## src/hdl/aluPkg.sv

```systemverilog
`default_nettype none

package aluPkg;

	// ----------------------------
	// Datapath sizes
	// ----------------------------
	localparam int dataWidth = 16;
	localparam int regCount = 16;
	localparam int regIdxWidth = 4;

	// Instruction queue
	localparam int fifoDepth = 4;
	localparam int fifoPtrWidth = $clog2(fifoDepth);
	localparam int countWidth = $clog2(fifoDepth + 1);

	// AXI4-Lite bus
	localparam int busWidth = 32;
	localparam int addrWidth = 32;

	localparam logic [addrWidth-1:0] instrAddr = 32'h0000_0000;
	localparam logic [addrWidth-1:0] regBase = 32'h0000_0000;
	localparam logic [addrWidth-1:0] flagAddr = 32'h0000_0040;

	localparam logic [1:0] respOkay = 2'b00;
	localparam logic [1:0] respSlvErr = 2'b10;

	// ----------------------------
	// Opcodes and flags
	// ----------------------------
	typedef enum logic [4:0] {
		opAdd = 5'd0,
		opSub = 5'd1,
		opCmp = 5'd2,
		opAnd = 5'd3,
		opOr = 5'd4,
		opXor = 5'd5,
		opNot = 5'd6,
		opLsh = 5'd7,
		opRsh = 5'd8,
		opArsh = 5'd9,
		opMov = 5'd10
	} aluOp;

	// Bit positions inside the flag register
	localparam int flagC = 0;
	localparam int flagL = 1;
	localparam int flagF = 2;
	localparam int flagZ = 3;
	localparam int flagN = 4;

	typedef logic [4:0] aluFlags;

	// Instruction word as written by the host
	typedef struct packed {
		logic [7:0] imm8;
		logic [5:0] spareHi;
		logic signedImm;
		logic useImm;
		logic [3:0] src;
		logic [3:0] dest;
		logic [2:0] spareLo;
		logic [4:0] opcode;
	} instrWord;

	// Decoded instruction whose operand holds the source index when useImm is clear
	typedef struct packed {
		aluOp op;
		logic [regIdxWidth-1:0] dest;
		logic useImm;
		logic [dataWidth-1:0] operand;
	} execInstr;

endpackage

`default_nettype wire

```

## src/hdl/aluCore.sv

```systemverilog
`default_nettype none

module aluCore import aluPkg::*; (
	input aluOp op,
	input logic [dataWidth-1:0] a,
	input logic [dataWidth-1:0] b,
	input aluFlags flagsIn,
	output logic [dataWidth-1:0] result,
	output aluFlags flagsOut,
	output logic writesReg
);

	logic [dataWidth-1:0] addB;
	logic carryIn;
	logic [dataWidth:0] sum;
	logic overflow;
	logic ltUnsigned;
	logic ltSigned;
	logic equal;

	// ----------------------------
	// Shared adder for ADD and SUB
	// ----------------------------

	// SUB is a + ~b + 1
	always_comb begin
		addB = b;
		carryIn = 1'b0;
		if (op == opSub) begin
			addB = ~b;
			carryIn = 1'b1;
		end
	end

	assign sum = {1'b0, a} + {1'b0, addB} + {{dataWidth{1'b0}}, carryIn};

	// Operands of one sign giving a result of the other sign
	assign overflow = (a[dataWidth-1] == addB[dataWidth-1]) &&
		(sum[dataWidth-1] != a[dataWidth-1]);

	// Comparisons are always of the destination against the original b
	assign ltUnsigned = a < b;
	assign ltSigned = $signed(a) < $signed(b);
	assign equal = a == b;

	// ----------------------------
	// Result and flag select
	// ----------------------------
	always_comb begin
		result = b;
		flagsOut = flagsIn;
		writesReg = 1'b1;

		case (op)
			opAdd, opSub: begin
				result = sum[dataWidth-1:0];
				flagsOut[flagC] = sum[dataWidth];
				flagsOut[flagL] = ltUnsigned;
				flagsOut[flagF] = overflow;
				flagsOut[flagZ] = equal;
				flagsOut[flagN] = ltSigned;
			end
			opCmp: begin
				// Compare only so C and F keep their old value
				result = a;
				writesReg = 1'b0;
				flagsOut[flagL] = ltUnsigned;
				flagsOut[flagZ] = equal;
				flagsOut[flagN] = ltSigned;
			end
			opAnd: begin
				result = a & b;
			end
			opOr: begin
				result = a | b;
			end
			opXor: begin
				result = a ^ b;
			end
			opNot: begin
				result = ~b;
			end
			opLsh: begin
				result = b << 1;
			end
			opRsh: begin
				result = b >> 1;
			end
			opArsh: begin
				result = $unsigned($signed(b) >>> 1);
			end
			opMov: begin
				result = b;
			end
			default: begin
				// Never queued by the bus port
				result = a;
				writesReg = 1'b0;
			end
		endcase
	end

endmodule

`default_nettype wire

```

## src/hdl/instrFifo.sv

```systemverilog
`default_nettype none

module instrFifo import aluPkg::*; #(
	parameter type payloadT = logic
) (
	input logic clk,
	input logic rstN,
	input logic push,
	input payloadT pushData,
	output logic popValid,
	output payloadT popData,
	input logic pop,
	output logic [countWidth-1:0] count
);

	payloadT mem [fifoDepth];
	logic [fifoPtrWidth-1:0] wrPtr;
	logic [fifoPtrWidth-1:0] rdPtr;
	logic doPop;

	assign popValid = count != '0;
	assign popData = mem[rdPtr];
	assign doPop = pop && popValid;

	// Storage written on every push
	always_ff @(posedge clk) begin
		if (push) begin
			mem[wrPtr] <= pushData;
		end
	end

	// ----------------------------
	// Pointers and occupancy
	// ----------------------------
	always_ff @(posedge clk) begin
		if (!rstN) begin
			wrPtr <= '0;
			rdPtr <= '0;
			count <= '0;
		end else begin
			if (push) begin
				wrPtr <= (wrPtr == fifoPtrWidth'(fifoDepth - 1)) ? '0 : wrPtr + 1'b1;
			end
			if (doPop) begin
				rdPtr <= (rdPtr == fifoPtrWidth'(fifoDepth - 1)) ? '0 : rdPtr + 1'b1;
			end
			case ({push, doPop})
				2'b10: count <= count + 1'b1;
				2'b01: count <= count - 1'b1;
				default: count <= count;
			endcase
		end
	end

endmodule

`default_nettype wire

```

## src/hdl/executeUnit.sv

```systemverilog
`default_nettype none

module executeUnit import aluPkg::*; (
	input logic clk,
	input logic rstN,
	input logic popValid,
	input execInstr popData,
	output logic pop,
	output logic busy,
	input logic [regIdxWidth-1:0] rdIdx,
	output logic [dataWidth-1:0] rdData,
	output aluFlags flags
);

	logic [dataWidth-1:0] regFile [regCount];
	aluFlags flagReg;
	logic [dataWidth-1:0] operandA;
	logic [dataWidth-1:0] operandB;
	logic [dataWidth-1:0] result;
	aluFlags flagsNext;
	logic writesReg;
	logic [regIdxWidth-1:0] srcIdx;

	// ----------------------------
	// Operand fetch
	// ----------------------------
	assign srcIdx = popData.operand[regIdxWidth-1:0];
	assign operandA = regFile[popData.dest];
	assign operandB = popData.useImm ? popData.operand : regFile[srcIdx];

	aluCore i_aluCore (
		.op(popData.op),
		.a(operandA),
		.b(operandB),
		.flagsIn(flagReg),
		.result(result),
		.flagsOut(flagsNext),
		.writesReg(writesReg)
	);

	// One instruction retires in every cycle the queue has one
	assign pop = popValid;
	assign busy = popValid;

	// ----------------------------
	// Register file and flags
	// ----------------------------
	always_ff @(posedge clk) begin
		if (!rstN) begin
			for (int i = 0; i < regCount; i++) begin
				regFile[i] <= '0;
			end
			flagReg <= '0;
		end else if (popValid) begin
			if (writesReg) begin
				regFile[popData.dest] <= result;
			end
			flagReg <= flagsNext;
		end
	end

	// Read port for the bus
	assign rdData = regFile[rdIdx];
	assign flags = flagReg;

endmodule

`default_nettype wire

```

## src/hdl/aluBusPort.sv

```systemverilog
`default_nettype none

module aluBusPort import aluPkg::*; (
	input logic clk,
	input logic rstN,
	input logic awvalid,
	output logic awready,
	input logic [addrWidth-1:0] awaddr,
	input logic wvalid,
	output logic wready,
	input logic [busWidth-1:0] wdata,
	output logic bvalid,
	input logic bready,
	output logic [1:0] bresp,
	input logic arvalid,
	output logic arready,
	input logic [addrWidth-1:0] araddr,
	output logic rvalid,
	input logic rready,
	output logic [busWidth-1:0] rdata,
	output logic [1:0] rresp,
	output logic push,
	output execInstr pushData,
	input logic [countWidth-1:0] fifoCount,
	input logic busy,
	output logic [regIdxWidth-1:0] rdIdx,
	input logic [dataWidth-1:0] rdData,
	input aluFlags flags
);

	instrWord word;
	logic [dataWidth-1:0] immExt;
	logic busUp;
	logic wrAccept;
	logic wrGood;
	logic rdAccept;
	logic [addrWidth-1:0] regOffset;
	logic regHit;
	logic flagHit;

	// Ready comes up one cycle after reset is released
	always_ff @(posedge clk) begin
		if (!rstN) begin
			busUp <= 1'b0;
		end else begin
			busUp <= 1'b1;
		end
	end

	// ----------------------------
	// Write channel and decode
	// ----------------------------
	assign word = instrWord'(wdata);

	// Sign or zero extension of the 8-bit immediate
	assign immExt = {{(dataWidth - 8){word.signedImm & word.imm8[7]}}, word.imm8};

	assign awready = busUp && !bvalid && (fifoCount != countWidth'(fifoDepth));
	assign wready = awready;
	assign wrAccept = awvalid && wvalid && awready;
	assign wrGood = (awaddr == instrAddr) && (word.opcode <= opMov);

	assign push = wrAccept && wrGood;

	always_comb begin
		pushData.op = aluOp'(word.opcode);
		pushData.dest = word.dest;
		pushData.useImm = word.useImm;
		pushData.operand = word.useImm ? immExt : dataWidth'(word.src);
	end

	always_ff @(posedge clk) begin
		if (!rstN) begin
			bvalid <= 1'b0;
		end else if (wrAccept) begin
			bvalid <= 1'b1;
		end else if (bready) begin
			bvalid <= 1'b0;
		end
	end

	always_ff @(posedge clk) begin
		if (wrAccept) begin
			bresp <= wrGood ? respOkay : respSlvErr;
		end
	end

	// ----------------------------
	// Read channel
	// ----------------------------

	// Reads wait until the queue has drained
	assign arready = busUp && (fifoCount == '0) && !busy && !rvalid;
	assign rdAccept = arvalid && arready;

	assign regOffset = araddr - regBase;
	assign regHit = (regOffset < addrWidth'(4 * regCount)) && (regOffset[1:0] == 2'b00);
	assign flagHit = araddr == flagAddr;
	assign rdIdx = regOffset[regIdxWidth+1:2];

	always_ff @(posedge clk) begin
		if (!rstN) begin
			rvalid <= 1'b0;
		end else if (rdAccept) begin
			rvalid <= 1'b1;
		end else if (rready) begin
			rvalid <= 1'b0;
		end
	end

	always_ff @(posedge clk) begin
		if (rdAccept) begin
			rresp <= respOkay;
			if (regHit) begin
				rdata <= busWidth'(rdData);
			end else if (flagHit) begin
				rdata <= busWidth'(flags);
			end else begin
				rdata <= '0;
				rresp <= respSlvErr;
			end
		end
	end

endmodule

`default_nettype wire

```

## src/hdl/aluTop.sv

```systemverilog
`default_nettype none

module aluTop import aluPkg::*; (
	input logic clk,
	input logic rstN,
	input logic awvalid,
	output logic awready,
	input logic [addrWidth-1:0] awaddr,
	input logic wvalid,
	output logic wready,
	input logic [busWidth-1:0] wdata,
	output logic bvalid,
	input logic bready,
	output logic [1:0] bresp,
	input logic arvalid,
	output logic arready,
	input logic [addrWidth-1:0] araddr,
	output logic rvalid,
	input logic rready,
	output logic [busWidth-1:0] rdata,
	output logic [1:0] rresp
);

	logic push;
	execInstr pushData;
	logic popValid;
	execInstr popData;
	logic pop;
	logic [countWidth-1:0] fifoCount;
	logic busy;
	logic [regIdxWidth-1:0] rdIdx;
	logic [dataWidth-1:0] rdData;
	aluFlags flags;

	// ----------------------------
	// Bus port, queue, execute
	// ----------------------------
	aluBusPort i_aluBusPort (
		.clk(clk),
		.rstN(rstN),
		.awvalid(awvalid),
		.awready(awready),
		.awaddr(awaddr),
		.wvalid(wvalid),
		.wready(wready),
		.wdata(wdata),
		.bvalid(bvalid),
		.bready(bready),
		.bresp(bresp),
		.arvalid(arvalid),
		.arready(arready),
		.araddr(araddr),
		.rvalid(rvalid),
		.rready(rready),
		.rdata(rdata),
		.rresp(rresp),
		.push(push),
		.pushData(pushData),
		.fifoCount(fifoCount),
		.busy(busy),
		.rdIdx(rdIdx),
		.rdData(rdData),
		.flags(flags)
	);

	instrFifo #(
		.payloadT(execInstr)
	) i_instrFifo (
		.clk(clk),
		.rstN(rstN),
		.push(push),
		.pushData(pushData),
		.popValid(popValid),
		.popData(popData),
		.pop(pop),
		.count(fifoCount)
	);

	executeUnit i_executeUnit (
		.clk(clk),
		.rstN(rstN),
		.popValid(popValid),
		.popData(popData),
		.pop(pop),
		.busy(busy),
		.rdIdx(rdIdx),
		.rdData(rdData),
		.flags(flags)
	);

endmodule

`default_nettype wire

```

## config.mk

```make
export PLATFORM = sky130hd
export DESIGN_NAME = aluTop
export DESIGN_NICKNAME = d
export VERILOG_FILES = /design/src/hdl/aluPkg.sv /design/src/hdl/aluCore.sv /design/src/hdl/instrFifo.sv /design/src/hdl/executeUnit.sv /design/src/hdl/aluBusPort.sv /design/src/hdl/aluTop.sv
export SDC_FILE = /design/constraint.sdc
export NUM_CORES = 1
export LEC_CHECK = 0
export ABC_CLOCK_PERIOD_IN_PS = 15700
export BUFFER_PORTS_ARGS = -buffer_cell sky130_fd_sc_hd__buf_4
export CELL_PAD_IN_SITES_DETAIL_PLACEMENT = 1
export CELL_PAD_IN_SITES_GLOBAL_PLACEMENT = 1
export CORE_ASPECT_RATIO = 0.5
export CORE_UTILIZATION = 55
export CTS_BUF_LIST = sky130_fd_sc_hd__clkbuf_4 sky130_fd_sc_hd__clkbuf_8 sky130_fd_sc_hd__clkbuf_16
export DETAILED_ROUTE_END_ITERATION = 8
export PLACE_DENSITY_LB_ADDON = 0.08
export SLEW_MARGIN = 10
export SYNTH_ARGS = -nofsm -noshare
export SYNTH_HDL_FRONTEND = slang
export SYNTH_SLANG_ARGS = --single-unit
```

## constraint.sdc

```tcl
create_clock -name clk -period 15.7 [get_ports clk]
set_clock_uncertainty 0.15 [all_clocks]
set_input_delay 0.785 -clock clk [delete_from_list [all_inputs] [get_ports clk]]
set_output_delay 0.785 -clock clk [all_outputs]
set_load 0.005 [all_outputs]
```

-- Yosys cells after proc, flatten, opt, wreduce, memory -nomap -nowiden
Memory sizes are Yosys's and may differ from the RTL's. A register that Yosys moved wholly into a read port is not among the register bits.
Cells that the tools add are included.
- memories: 2
- flip-flop bits (word level): 51
- memory bits (writable): 360
- output and inout port bits: 41
- word-level logic and storage cells: 107
- memory list (name ; words ; bits a word ; rd ports ; clocked after Yosys merged registers in ; wr ports ; line ; source):
    i_executeUnit.regFile ; 16 ; 16 ; 3 ; 0 ; 16 ; executeUnit.sv:15 ; logic [dataWidth-1:0] regFile [regCount];
    i_instrFifo.mem ; 4 ; 26 ; 1 ; 1 ; 1 ; instrFifo.sv:16 ; payloadT mem [fifoDepth];
- mux-type cells: 30
- reduce and logical (&&, ||, !) cells: 29
- equality and inequality tests: 19
- bitwise gates (word level): 5
- magnitude comparators: 4
- add/subtract/negate cells: 6
- operators with widths (kind ; count):
    case mux 16 bit (9 select lines) ; 1
    two-way mux 16 bit ; 5
    == test 32 x 7 -> 1 bit, second input constant ; 1
    zero test 32 bit ; 1
    < comparator 16 bit ; 2
    < comparator 32 x 7 -> 1 bit, second input constant ; 1
    == test 5 x 3 -> 1 bit, second input constant ; 4
    adder 16 x 16 -> 17 bit ; 1
    adder 17 x 1 -> 17 bit ; 1
    bitwise AND 16 bit ; 1
    == test 16 bit ; 1
    inverter 16 bit ; 1
    bitwise OR 16 bit ; 1
    OR reduction 16 bit ; 1
    XOR 16 bit ; 1
    == test 5 x 4 -> 1 bit, second input constant ; 3
    two-way mux 1 bit ; 15
    logical AND 1 bit ; 12
    two-way mux 2 bit ; 6
    == test 5 x 2 -> 1 bit, second input constant ; 2
    OR reduction 10 bit ; 1
    == test 2 bit, second input constant ; 3
    case mux 3 bit (2 select lines) ; 1
    nonzero test 2 bit ; 3
    other kinds (20) ; 24

-- Longest topological paths before layout
Gate-level depths: netlist of the first run.
- word-level depth: 9
- depth in mapped cells: 24
- depth with buffers taken out: 18

-- Hierarchy
Synthesis of the first run repeated with hierarchy kept, for this count alone.
- cell total of the unflattened synthesis: 1742
- area, all modules: 24591.1 um2
- by module, submodules not included (module ; sequential area each (um2) ; cells an instance ; area each (um2) ; times used):
    executeUnit ; 7787.5 ; 981 ; 15798.9 ; 1
    instrFifo ; 3303.2 ; 187 ; 4262.8 ; 1
    aluCore ; 0.0 ; 419 ; 2965.3 ; 1
    aluBusPort ; 600.6 ; 155 ; 1564.0 ; 1

-- Least setup slack after synthesis of the first run
Ideal clock, no wire load.
- path kind: flip-flop to flip-flop
- from: register (tool-made name)
- to: memory i_executeUnit.regFile[0][14] (data pin)
- stages on the path, launching flop included: 21
- data arrival time: 5.409 ns
- required time: 15.284 ns
- slack: 9.875 ns
- cell sequence: dfxtp_1 -> buf_6 -> buf_8 -> mux4_2 -> nor4_1 -> clkbuf_1 -> buf_2 -> nand2_1 -> clkbuf_1 -> xnor2_1 -> ha_1 -> a21o_1 -> a211oi_1 -> o221ai_1 -> o41a_1 -> nand3_1 -> nand2_1 -> xor2_1 -> a211oi_2 -> buf_4 -> nor2_1
- RTL lines (what ; line):
    end, declared ; executeUnit.sv:15

==> flow_metrics.py, run 1 <==
metrics = {
    "critical_path": {
        "max_stage_delay_ns": 1.07,
        "endpoint_kind": "register",
        "cp_slowest_cell": "mux4_4",
        "worstSetupStartpointType": "register",
        "r2r_cells": 19,
        "path_max_fanout": 34,
        "worstPathRequired_ns": 15.82,
        "crit_chain": "buf_4 -> mux4_4 -> buf_4 -> nor2b_1 -> a32oi_1 -> a31oi_1 -> nand2_1 -> xnor2_1 -> ha_1 -> a21oi_1 -> o21ai_0 -> a21o_1 -> a21o_1 -> a21oi_1 -> nand4_1 -> a31oi_1 -> xnor2_1 -> a21oi_2 -> nor2_1",
        "path_class": "register to register",
        "arrival_ns": 7.79,
    },
    "sta": {
        "setup_tns_ns": 0,
        "drv_slew": 0,
        "slew_headroom": 0.0815,
        "finalCriticalPeriod_ns": 7.67,
        "max_freq_mhz": 130,
        "hold_viol_final": 0,
        "tightest_slew_ns": 1.38,
        "finalCritPeriodShare": 0.489,
        "rsz0062_at_grt": "false",
        "setup_viol": 0,
    },
    "floorplan": {
        "die-area_um2": 42300,
        "fp.dieW_um": 290,
        "start_util": 0.561,
        "placementRows": 52,
        "fp.dieH_um": 146,
        "coreArea_um2": 40600,
        "ios": 144,
    },
    "grt": {
        "first_global_vias": 18149,
        "grt-busiest-layer": "met2",
        "antenna_found_initial": 0,
        "grt_pass1_wl_um": 119000,
        "grt_start_max_net_pins": 55,
        "grt_overflow": 0,
        "grt.total_usage": 0.387,
        "grtUsageMet1": 0.498,
        "met2_usage": 0.601,
        "grtUsageMet3": 0.136,
    },
    "clocking": {
        "cts.sinks": 367,
        "clk_pin_slew_ns": 0.07,
        "cts_tree": "built",
        "cts_resized": 0,
        "clk_path_buf_depth": 3,
        "cts_setup_buffers": 0,
        "hold_buffers": 0,
        "clkLatencyLatePin_ns": 0.56,
        "cts.htree.levels": 2,
        "cts_root_buf": "clkbuf_16",
        "cts-buffers-inserted": 37,
    },
    "synth": {
        "synthFlopType": "edfxtp_1",
        "synth_area_per_cell_um2": 12.8,
        "syn_inst": 1775,
        "synth_edf_count": 350,
        "syn_area_um2": 22800,
        "yosysSeqAreaShare": 0.476,
        "ys_warn_count": 0,
        "async_flop_share": 0,
        "synth.distinct_cells": 74,
        "ys_ff_latch": 367,
    },
    "power_and_ir_drop": {
        "p_sw_frac": 0.240,
        "power_mw": 2.16,
        "p_int_mw": 1.64,
        "sequentialPowerShare": 0.516,
        "ir_drop_uv": 74.6,
        "p_per_area_nw_per_um2": 85.8,
        "p_leak_nw": 9.13,
        "switching_power_mw": 0.517,
        "pwr-share-clk": 0.406,
        "pwr-share-comb": 0.078,
    },
    "routing": {
        "drtIter0Drc": 2095,
        "ant_nets": 0,
        "routed_wl_um": 81200,
        "vias": 17175,
        "viasPerCell": 7.11,
        "routedWlPerCell_um": 33.6,
        "route.detailed.drc": 0,
        "dr.pass1.iters": 6,
    },
    "placed_design": {
        "dpl.hpwl_um": 53300,
        "io_buffers": 116,
        "gp_congestion": 0.963,
    },
    "job": {
        "max_cap_viol_count": 0,
    },
    "status": {
        "outcome": "completed",
    },
    "worst_hold_path": {
        "hp-class": "primary input to register",
        "hold_path_depth": 1,
    },
    "final_layout": {
        "antenna_cells": 0,
        "fin_nets": 2024,
        "final_common_cell": "edfxtp_1",
        "drive_gt1_frac": 0.251,
        "final_cell_mix": "edfxtp_1 (350), nor2_1 (275), mux4_2 (200), buf_4 (168), nand2_1 (127)",
        "area_delta_synth_final_pct": 10.4,
        "utilization": 0.620,
    },
}
## layer usage
layer,share of wire,vias to the layer above
li1,-,6950
met1,0.36,8806
met2,0.45,1163
met3,0.14,256
met4,0.046,0
met5,0,-
## worst max-delay path, delay by kind of cell (launching register included)
| family | cells | cell delay, ns |
|---|---|---|
| AO/OA/AOI/OAI | 9 | 3.01 |
| AND/OR/NAND/NOR | 4 | 1.24 |
| multiplexers | 1 | 1.07 |
| buffers and inverters | 2 | 0.83 |
| adder cells (fa/ha/maj) | 1 | 0.37 |
| flip-flops | 1 | 0.31 |
| XOR/XNOR | 2 | 0.31 |
## cells by family (layout without fill, tap and decap cells)
kind of cell               Yosys count  in the layout  share of synthesized area
xor gates and xnor gates            31             31                     0.0119
adders and majority gates           71             71                     0.0396
AOI/OAI and AO/OA                  241            241                     0.0771
DFF                                367            367                      0.476
and+or+nand+nor                    577            577                      0.113
other                                1             18                   0.000165
buffers and inverters              200            285                     0.0430
muxes                              287            287                      0.239
## cells in the mapped netlist, types with 8 or more instances
master,number,area share
nand2_1,127,0.021
mux2_2,17,0.0084
a21o_1,8,0.0026
or3_1,9,0.0025
a221oi_1,11,0.0042
buf_1,17,0.0028
and2_1,13,0.0036
o21ai_0,35,0.0077
dfxtp_1,17,0.015
and3_1,10,0.0027
mux4_2,204,0.20
o21bai_1,11,0.0036
a31oi_1,9,0.0025
mux2i_1,65,0.029
nor2b_1,57,0.016
buf_2,24,0.0053
inv_1,49,0.0081
a22o_1,9,0.0035
clkbuf_1,65,0.011
nor4_1,19,0.0052
a21oi_1,51,0.011
buf_4,32,0.011
nand4_1,10,0.0027
edfxtp_1,350,0.46
buf_6,9,0.0044
nor2_1,275,0.045
nand3_1,20,0.0044
a32oi_1,8,0.0031
nand2b_1,8,0.0022
ha_1,69,0.038
xor2_1,12,0.0046
o22ai_1,12,0.0033
nor3_1,20,0.0044
xnor2_1,19,0.0073
a211oi_1,17,0.0056
## through the flow
stage | hold WS, ns | cells | setup slack, ns | area, um2
after CTS | 0.279 | 2417 | 7.92 | 25200
after detailed placement | 0.349 | 2351 | 7.97 | 24000
after floorplan | 0.307 | 1792 | 9.87 | 22900
final | 0.285 | 2417 | 8.03 | 25200
after global placement | 0.342 | 2351 | 8.24 | 24000
after global routing | 0.282 | 2417 | 7.69 | 25200
## path summary, 6_finish.rpt
kind | slack [ns] | start | to
hold / removal | 0.29 | wdata[11] | i_instrFifo.mem[3][20]$_DFFE_PP_
setup reg to reg | 8.03 | register | i_executeUnit.regFile[4][13]$_SDFFCE_PN0P_
setup / recovery | 8.03 | register | i_executeUnit.regFile[4][13]$_SDFFCE_PN0P_
hold reg to reg | 0.36 | i_executeUnit.flags[3]$_SDFFE_PN0P_ | i_executeUnit.flags[3]$_SDFFE_PN0P_
## sequential cells by signal, indices dropped and copies added (netlist names), named ones only
register	flops
i_aluBusPort.bresp	1
i_instrFifo.rdPtr	2
i_aluBusPort.rresp	1
i_instrFifo.wrPtr	2
i_executeUnit.regFile	256
i_instrFifo.count	3
i_aluBusPort.rvalid	1
i_instrFifo.mem	76
i_aluBusPort.bvalid	1
i_executeUnit.flags	5
i_aluBusPort.busUp	1
i_aluBusPort.rdata	16
## cell type report
class,instances,area [um2]
fill,3994,15400
clock inverter,20,109
inverter,51,191
multi-input combinational,1225,11000
tap,540,676
sequential,367,10900
timing repair buffer,168,1260
clock buffer,46,1030
## power by group through the flow
stage / Combinational [mW] / Sequential [mW] / Clock, mW
floorplan: 0.100 / 1.13 / 0
global placement: 0.159 / 1.13 / 0
global route: 0.174 / 1.12 / 0.905
detailed placement: 0.164 / 1.13 / 0
CTS: 0.165 / 1.11 / 0.873
finish: 0.169 / 1.11 / 0.875
(Power assumes the default switching activity.)
==> inputs of run 2 (changes only) <==
ABC_CLOCK_PERIOD_IN_PS = 6100   (was 15700)
CORE_UTILIZATION = 46   (was 55)
clock period = 6.1 ns   (was 15.7 ns; I/O delays follow)
==> flow_metrics.py, run 2 (synthesis results as in run 1) <==
metrics = {
    "routing": {
        "dr.pass1.iters": 6,
        "viasPerCell": 6.66,
        "route.detailed.drc": 0,
        "routed_wl_um": 86600,
        "drtIter0Drc": 2128,
        "ant_nets": 0,
        "routedWlPerCell_um": 33.0,
        "vias": 17469,
    },
    "final_layout": {
        "utilization": 0.541,
        "largest_reg_flops": 256,
        "fin_cells": 2624,
        "drive_gt1_frac": 0.281,
        "nFillCells": 4902,
        "fin_nets": 2121,
        "reg_top3": "i_executeUnit.regFile: 256 flops, i_instrFifo.mem: 76 flops, i_aluBusPort.rdata: 16 flops",
        "final_common_cell": "edfxtp_1",
        "final_cell_mix": "edfxtp_1 (350), nor2_1 (275), buf_4 (230), mux4_2 (201), nand2_1 (126)",
        "area_delta_synth_final_pct": 15.6,
        "top_register": "i_executeUnit.regFile",
    },
    "critical_path": {
        "path_class": "register to register",
        "crit_chain": "mux4_4 -> mux4_2 -> mux2i_1 -> nand2_1 -> a21oi_2 -> xor2_1 -> ha_1 -> a21o_1 -> a21o_1 -> a211oi_1 -> o221ai_1 -> o41a_1 -> nand3_1 -> nand2_1 -> xor2_1 -> a211oi_2 -> buf_12 -> nor2_1",
        "cp_slowest_cell": "mux4_4",
        "path_max_fanout": 16,
        "arrival_ns": 6.07,
        "max_stage_delay_ns": 0.91,
        "worstSetupStartpointType": "register",
        "endpoint_kind": "register",
        "r2r-end": "i_executeUnit.regFile[7][14]$_SDFFCE_PN0P_",
        "ff2ff_setup_slack_ns": 0.20,
        "r2r_cells": 18,
        "worstPathRequired_ns": 6.27,
    },
    "grt": {
        "grt.total_usage": 0.342,
        "antenna_found_initial": 0,
        "first_global_vias": 17884,
        "grt_pass1_wl_um": 123000,
        "grt_start_max_net_pins": 51,
        "grt_overflow": 0,
    },
    "floorplan": {
        "placementRows": 57,
        "die-area_um2": 50500,
        "ios": 144,
        "start_util": 0.468,
        "fp.dieH_um": 159,
        "fp.dieW_um": 317,
        "coreArea_um2": 48700,
    },
    "placed_design": {
        "io_buffers": 116,
        "gp_congestion": 0.935,
        "post-place-ws_ns": -0.000423,
        "dp.cells": 2521,
        "dpl.hpwl_um": 58500,
    },
    "sta": {
        "hold_viol_final": 0,
        "finalCriticalPeriod_ns": 5.90,
        "drv_slew": 0,
        "tightest_slew_ns": 1.24,
        "max_freq_mhz": 170,
        "setup_viol": 0,
        "slew_headroom": 0.149,
        "rsz0062_at_grt": "false",
        "finalCritPeriodShare": 0.967,
        "timing.final.ws_setup_ns": 0.201,
        "setup_tns_ns": 0,
    },
    "clocking": {
        "clkLatencyLatePin_ns": 0.58,
        "cts_tree": "built",
        "clk_pin_slew_ns": 0.06,
        "cts-buffers-inserted": 37,
        "cts.htree.levels": 2,
        "cts.sinks": 367,
        "cts_root_buf": "clkbuf_16",
        "clk_path_buf_depth": 3,
    },
    "status": {
        "outcome": "completed",
    },
    "power_and_ir_drop": {
        "switching_power_mw": 1.36,
        "pwr-share-clk": 0.421,
        "ir_drop_uv": 211,
        "p_int_mw": 4.39,
        "pwr-share-comb": 0.080,
        "p_leak_nw": 9.67,
        "sequentialPowerShare": 0.499,
        "p_sw_frac": 0.236,
        "p_per_area_nw_per_um2": 218,
    },
    "worst_hold_path": {
        "hold_start": "awaddr[10]",
        "hp-class": "primary input to register",
        "hold_path_depth": 5,
        "min_to": "i_aluBusPort.bresp[1]$_DFFE_PP_",
    },
    "job": {
        "max_cap_viol_count": 0,
    },
}
-- run 2: cell count changes in the layout (fill, tap and decap cells not counted), moves of 3 or more --
cell	delta
clkinv_1	-3
bufinv_16	+4
nor3_2	+3
buf_4	+62
nor3_1	-3
buf_12	+7
dlygate4sd3_1	+26
-- run 2: worst max path at each step --
stage	from	end	slack (ns)	cells past startpoint
detailed placement	register	i_executeUnit.regFile[13][15]$_SDFFCE_PN0P_	-0.0004	20
finish	register	i_executeUnit.regFile[7][14]$_SDFFCE_PN0P_	0.20	18
CTS	register	i_executeUnit.regFile[1][12]$_SDFFCE_PN0P_	0.02	17
global placement	register	i_executeUnit.regFile[11][14]$_SDFFCE_PN0P_	0.07	18
floorplan	register	i_executeUnit.regFile[0][14]$_SDFFCE_PN0P_	0.27	20
global route	register	i_executeUnit.regFile[1][13]$_SDFFCE_PN0P_	0.03	23
-- run 2: routing by layer --
layer / GRT usage / part of all wire / vias to the layer above
met1: 0.466 / 0.39 / 9141
met4: 0.0972 / 0.028 / 0
met3: 0.107 / 0.12 / 158
li1: - / - / 7160
met2: 0.528 / 0.46 / 1010
met5: 0 / 0 / -
-- run 2: cell type report --
| cell class | instances | area [um2] | share of cell area |
|---|---|---|---|
| antenna | 1 | 2.50 | 0.0000950 |
| clock buffer | 44 | 996 | 0.0378 |
| clock inverter | 22 | 236 | 0.00898 |
| inverter | 51 | 191 | 0.00727 |
| multi-input combinational | 1226 | 11100 | 0.422 |
| sequential | 367 | 10900 | 0.412 |
| tap | 649 | 812 | 0.0308 |
| timing repair buffer | 264 | 2140 | 0.0812 |
-- run 2: stage by stage --
step,hold slack (ns),area [um2],total power [mW]
global placement,0.339,24700,3.34
finish,0.0467,26300,5.74
CTS,0.0837,26200,5.76
detailed placement,0.366,24700,3.36
global route,0.0688,26300,5.87
floorplan,0.183,22900,3.15
-- run 2: what timing repair did --
item,4_1_cts,5_1_grt
buffers inserted,0,9
gates resized for setup,1,6
hold endpoints to repair,79,0
pin swaps,0,0
setup endpoints to repair,1,81
gates cloned,0,1
hold buffers,26,0
-- run 2: critical path: cells and delay by family (launching register included) --
family	cells	cell delay [ns]
fa+ha+maj	1	0.27
xor+xnor	2	0.35
mux	3	1.79
flops	1	0.46
simple gates	4	0.41
buf+inv	1	0.20
compound gates	7	1.99
-- run 2: power groups by stage --
stage | Clock [mW] | Sequential [mW] | Combinational, mW
3_3_place_gp | 0 | 2.91 | 0.428
6_report | 2.42 | 2.87 | 0.462
5_1_grt | 2.52 | 2.87 | 0.480
4_1_cts | 2.44 | 2.86 | 0.455
3_5_place_dp | 0 | 2.92 | 0.438
2_1_floorplan | 0 | 2.90 | 0.258
==> inputs of run 3 (changes only) <==
REMOVE_ABC_BUFFERS = 1   (was not set)
==> flow_metrics.py, run 3 (synthesis results as in run 1) <==
metrics = {
    "status": {
        "outcome": "complete, but fails checks",
        "violations": "negative hold slack",
    },
    "power_and_ir_drop": {
        "power_mw": 5.69,
        "p_per_area_nw_per_um2": 214,
        "ir_drop_uv": 199,
        "p_leak_nw": 9.84,
    },
    "floorplan": {
        "coreArea_um2": 48700,
        "fp.dieW_um": 317,
        "ios": 144,
        "start_util": 0.468,
        "fp.dieH_um": 159,
        "placementRows": 57,
        "die-area_um2": 50500,
    },
    "sta": {
        "holdWs_ns": -0.00653,
        "slew_headroom": 0.0954,
        "finalCriticalPeriod_ns": 5.94,
        "setup_viol": 0,
        "drv_slew": 0,
        "tightest_slew_ns": 1.35,
        "finalCritPeriodShare": 0.974,
        "max_freq_mhz": 168,
        "setup_tns_ns": 0,
        "hold_viol_final": 1,
    },
    "critical_path": {
        "endpoint": "i_executeUnit.regFile[2][13]$_SDFFCE_PN0P_",
        "critPathLaunch": "i_instrFifo.mem[0][17]$_DFFE_PP_",
        "arrival_ns": 6.10,
        "r2r-start": "i_instrFifo.mem[0][17]$_DFFE_PP_",
        "path_class": "register to register",
        "path_max_fanout": 16,
        "r2r_cells": 18,
        "r2r-end": "i_executeUnit.regFile[2][13]$_SDFFCE_PN0P_",
        "ff2ff_setup_slack_ns": 0.16,
        "worstSetupStartpointType": "register",
        "worstPathRequired_ns": 6.26,
        "endpoint_kind": "register",
    },
    "placed_design": {
        "io_buffers": 116,
        "dpl.hpwl_um": 58200,
        "gp_congestion": 0.932,
        "placed_area_um2": 25100,
    },
    "routing": {
        "route.detailed.drc": 0,
        "routed_wl_um": 85900,
        "drtIter0Drc": 2088,
        "routedWlPerCell_um": 32.3,
        "dr.pass1.iters": 5,
        "viasPerCell": 6.63,
        "ant_nets": 0,
        "vias": 17629,
    },
    "grt": {
        "grt_overflow": 0,
        "grt_pass1_wl_um": 123000,
        "grt_start_max_net_pins": 51,
        "antenna_found_initial": 1,
        "grt.total_usage": 0.339,
        "first_global_vias": 18394,
    },
    "final_layout": {
        "final_common_cell": "edfxtp_1",
        "top_register": "i_executeUnit.regFile",
        "antenna_cells": 0,
        "reg_top3": "i_executeUnit.regFile: 256 flops, i_instrFifo.mem: 76 flops, i_aluBusPort.rdata: 16 flops",
        "fin_nets": 2156,
        "final_cell_mix": "edfxtp_1 (350), nor2_1 (275), buf_4 (260), mux4_2 (202), nand2_1 (127)",
        "largest_reg_flops": 256,
        "area_delta_synth_final_pct": 16.8,
        "drive_gt1_frac": 0.292,
        "nFillCells": 4857,
        "final_area_um2": 26600,
    },
    "clocking": {
        "clk_path_buf_depth": 3,
        "cts_tree": "built",
        "cts.sinks": 367,
        "cts-buffers-inserted": 37,
        "clk_pin_slew_ns": 0.07,
        "clkLatencyLatePin_ns": 0.59,
        "cts_root_buf": "clkbuf_16",
        "cts.htree.levels": 2,
    },
    "worst_hold_path": {
        "hold_start": "awaddr[10]",
        "hp-class": "primary input to register",
    },
    "job": {
        "max_cap_viol_count": 0,
    },
}
==> run 3: cell count changes in the layout (fill, tap and decap cells not counted), sizes merged <==
cell	previous run	this run
diode	1	0
clkbuf	44	47
bufinv	4	2
mux4	205	206
buf	238	272
inv	54	53
==> run 3: area by class of cell <==
| class | instances | area [um2] | share of cell area |
|---|---|---|---|
| inverters | 51 | 191 | 0.00719 |
| multi-input cells | 1227 | 11100 | 0.417 |
| well taps | 649 | 812 | 0.0305 |
| clock buffers | 47 | 1040 | 0.0392 |
| flip-flops and latches | 367 | 10900 | 0.408 |
| clock inverters | 19 | 169 | 0.00635 |
| repair buffers | 298 | 2440 | 0.0918 |
==> run 3: what timing repair did <==
action                                 in CTS  in global routing
endpoints found under the hold margin      79                  0
resized for setup                           0                  6
hold buffers                               26                  0
setup buffers                               0                  1
setup endpoints to repair                   0                 97
==> run 3: worst min-delay path by stage <==
| stage | cells after the start | slack, ns | to |
|---|---|---|---|
| floorplan | 0 | 0.18 | i_aluBusPort.busUp$_DFF_P_ |
| global placement | 2 | 0.33 | i_instrFifo.rdPtr[1]$_SDFFE_PN0N_ |
| detailed placement | 2 | 0.36 | i_instrFifo.rdPtr[1]$_SDFFE_PN0N_ |
| CTS | 5 | 0.03 | i_aluBusPort.bresp[1]$_DFFE_PP_ |
| global route | 5 | 0.04 | i_aluBusPort.bresp[1]$_DFFE_PP_ |
| finish | 5 | -0.007 | i_aluBusPort.bresp[1]$_DFFE_PP_ |
==> run 3: metrics by stage <==
step,util,cells,worst slack [ns]
2_1_floorplan,-,1643,-2.70
3_3_place_gp,0.514,2563,0.152
3_5_place_dp,0.514,2563,0.0830
4_1_cts,0.545,2655,0.0365
5_1_grt,0.546,2658,-0.0188
6_report,0.546,2658,0.156
==> run 3: critical path, cell delays in order (launching register included) <==
cell,delay [ns]
edfxtp_1,0.58
mux4_4,0.90
buf_4,0.30
mux4_2,0.35
nor2b_1,0.15
a211oi_1,0.08
a21oi_1,0.79
ha_1,0.40
a21oi_1,0.21
o21ai_0,0.13
a21o_1,0.23
a21o_1,0.19
a21oi_1,0.18
nand4_1,0.19
a31oi_1,0.25
xnor2_1,0.11
a21oi_2,0.20
buf_12,0.18
nor2_1,0.06
==> run 3: where the power goes <==
group / internal [mW] / switching [mW] / total, mW / leakage, nW
Combinational: 0.225 / 0.242 / 0.467 / 5.59
Sequential: 2.82 / 0.0482 / 2.86 / 3.64
Clock: 1.31 / 1.05 / 2.35 / 0.604
==> run 3: routing by layer <==
layer	up-vias	GRT usage	routed length [um]
li1	7230	-	-
met1	9151	0.481	34400
met2	1072	0.502	37400
met3	174	0.0981	11200
met4	2	0.112	2870
met5	-	0	150
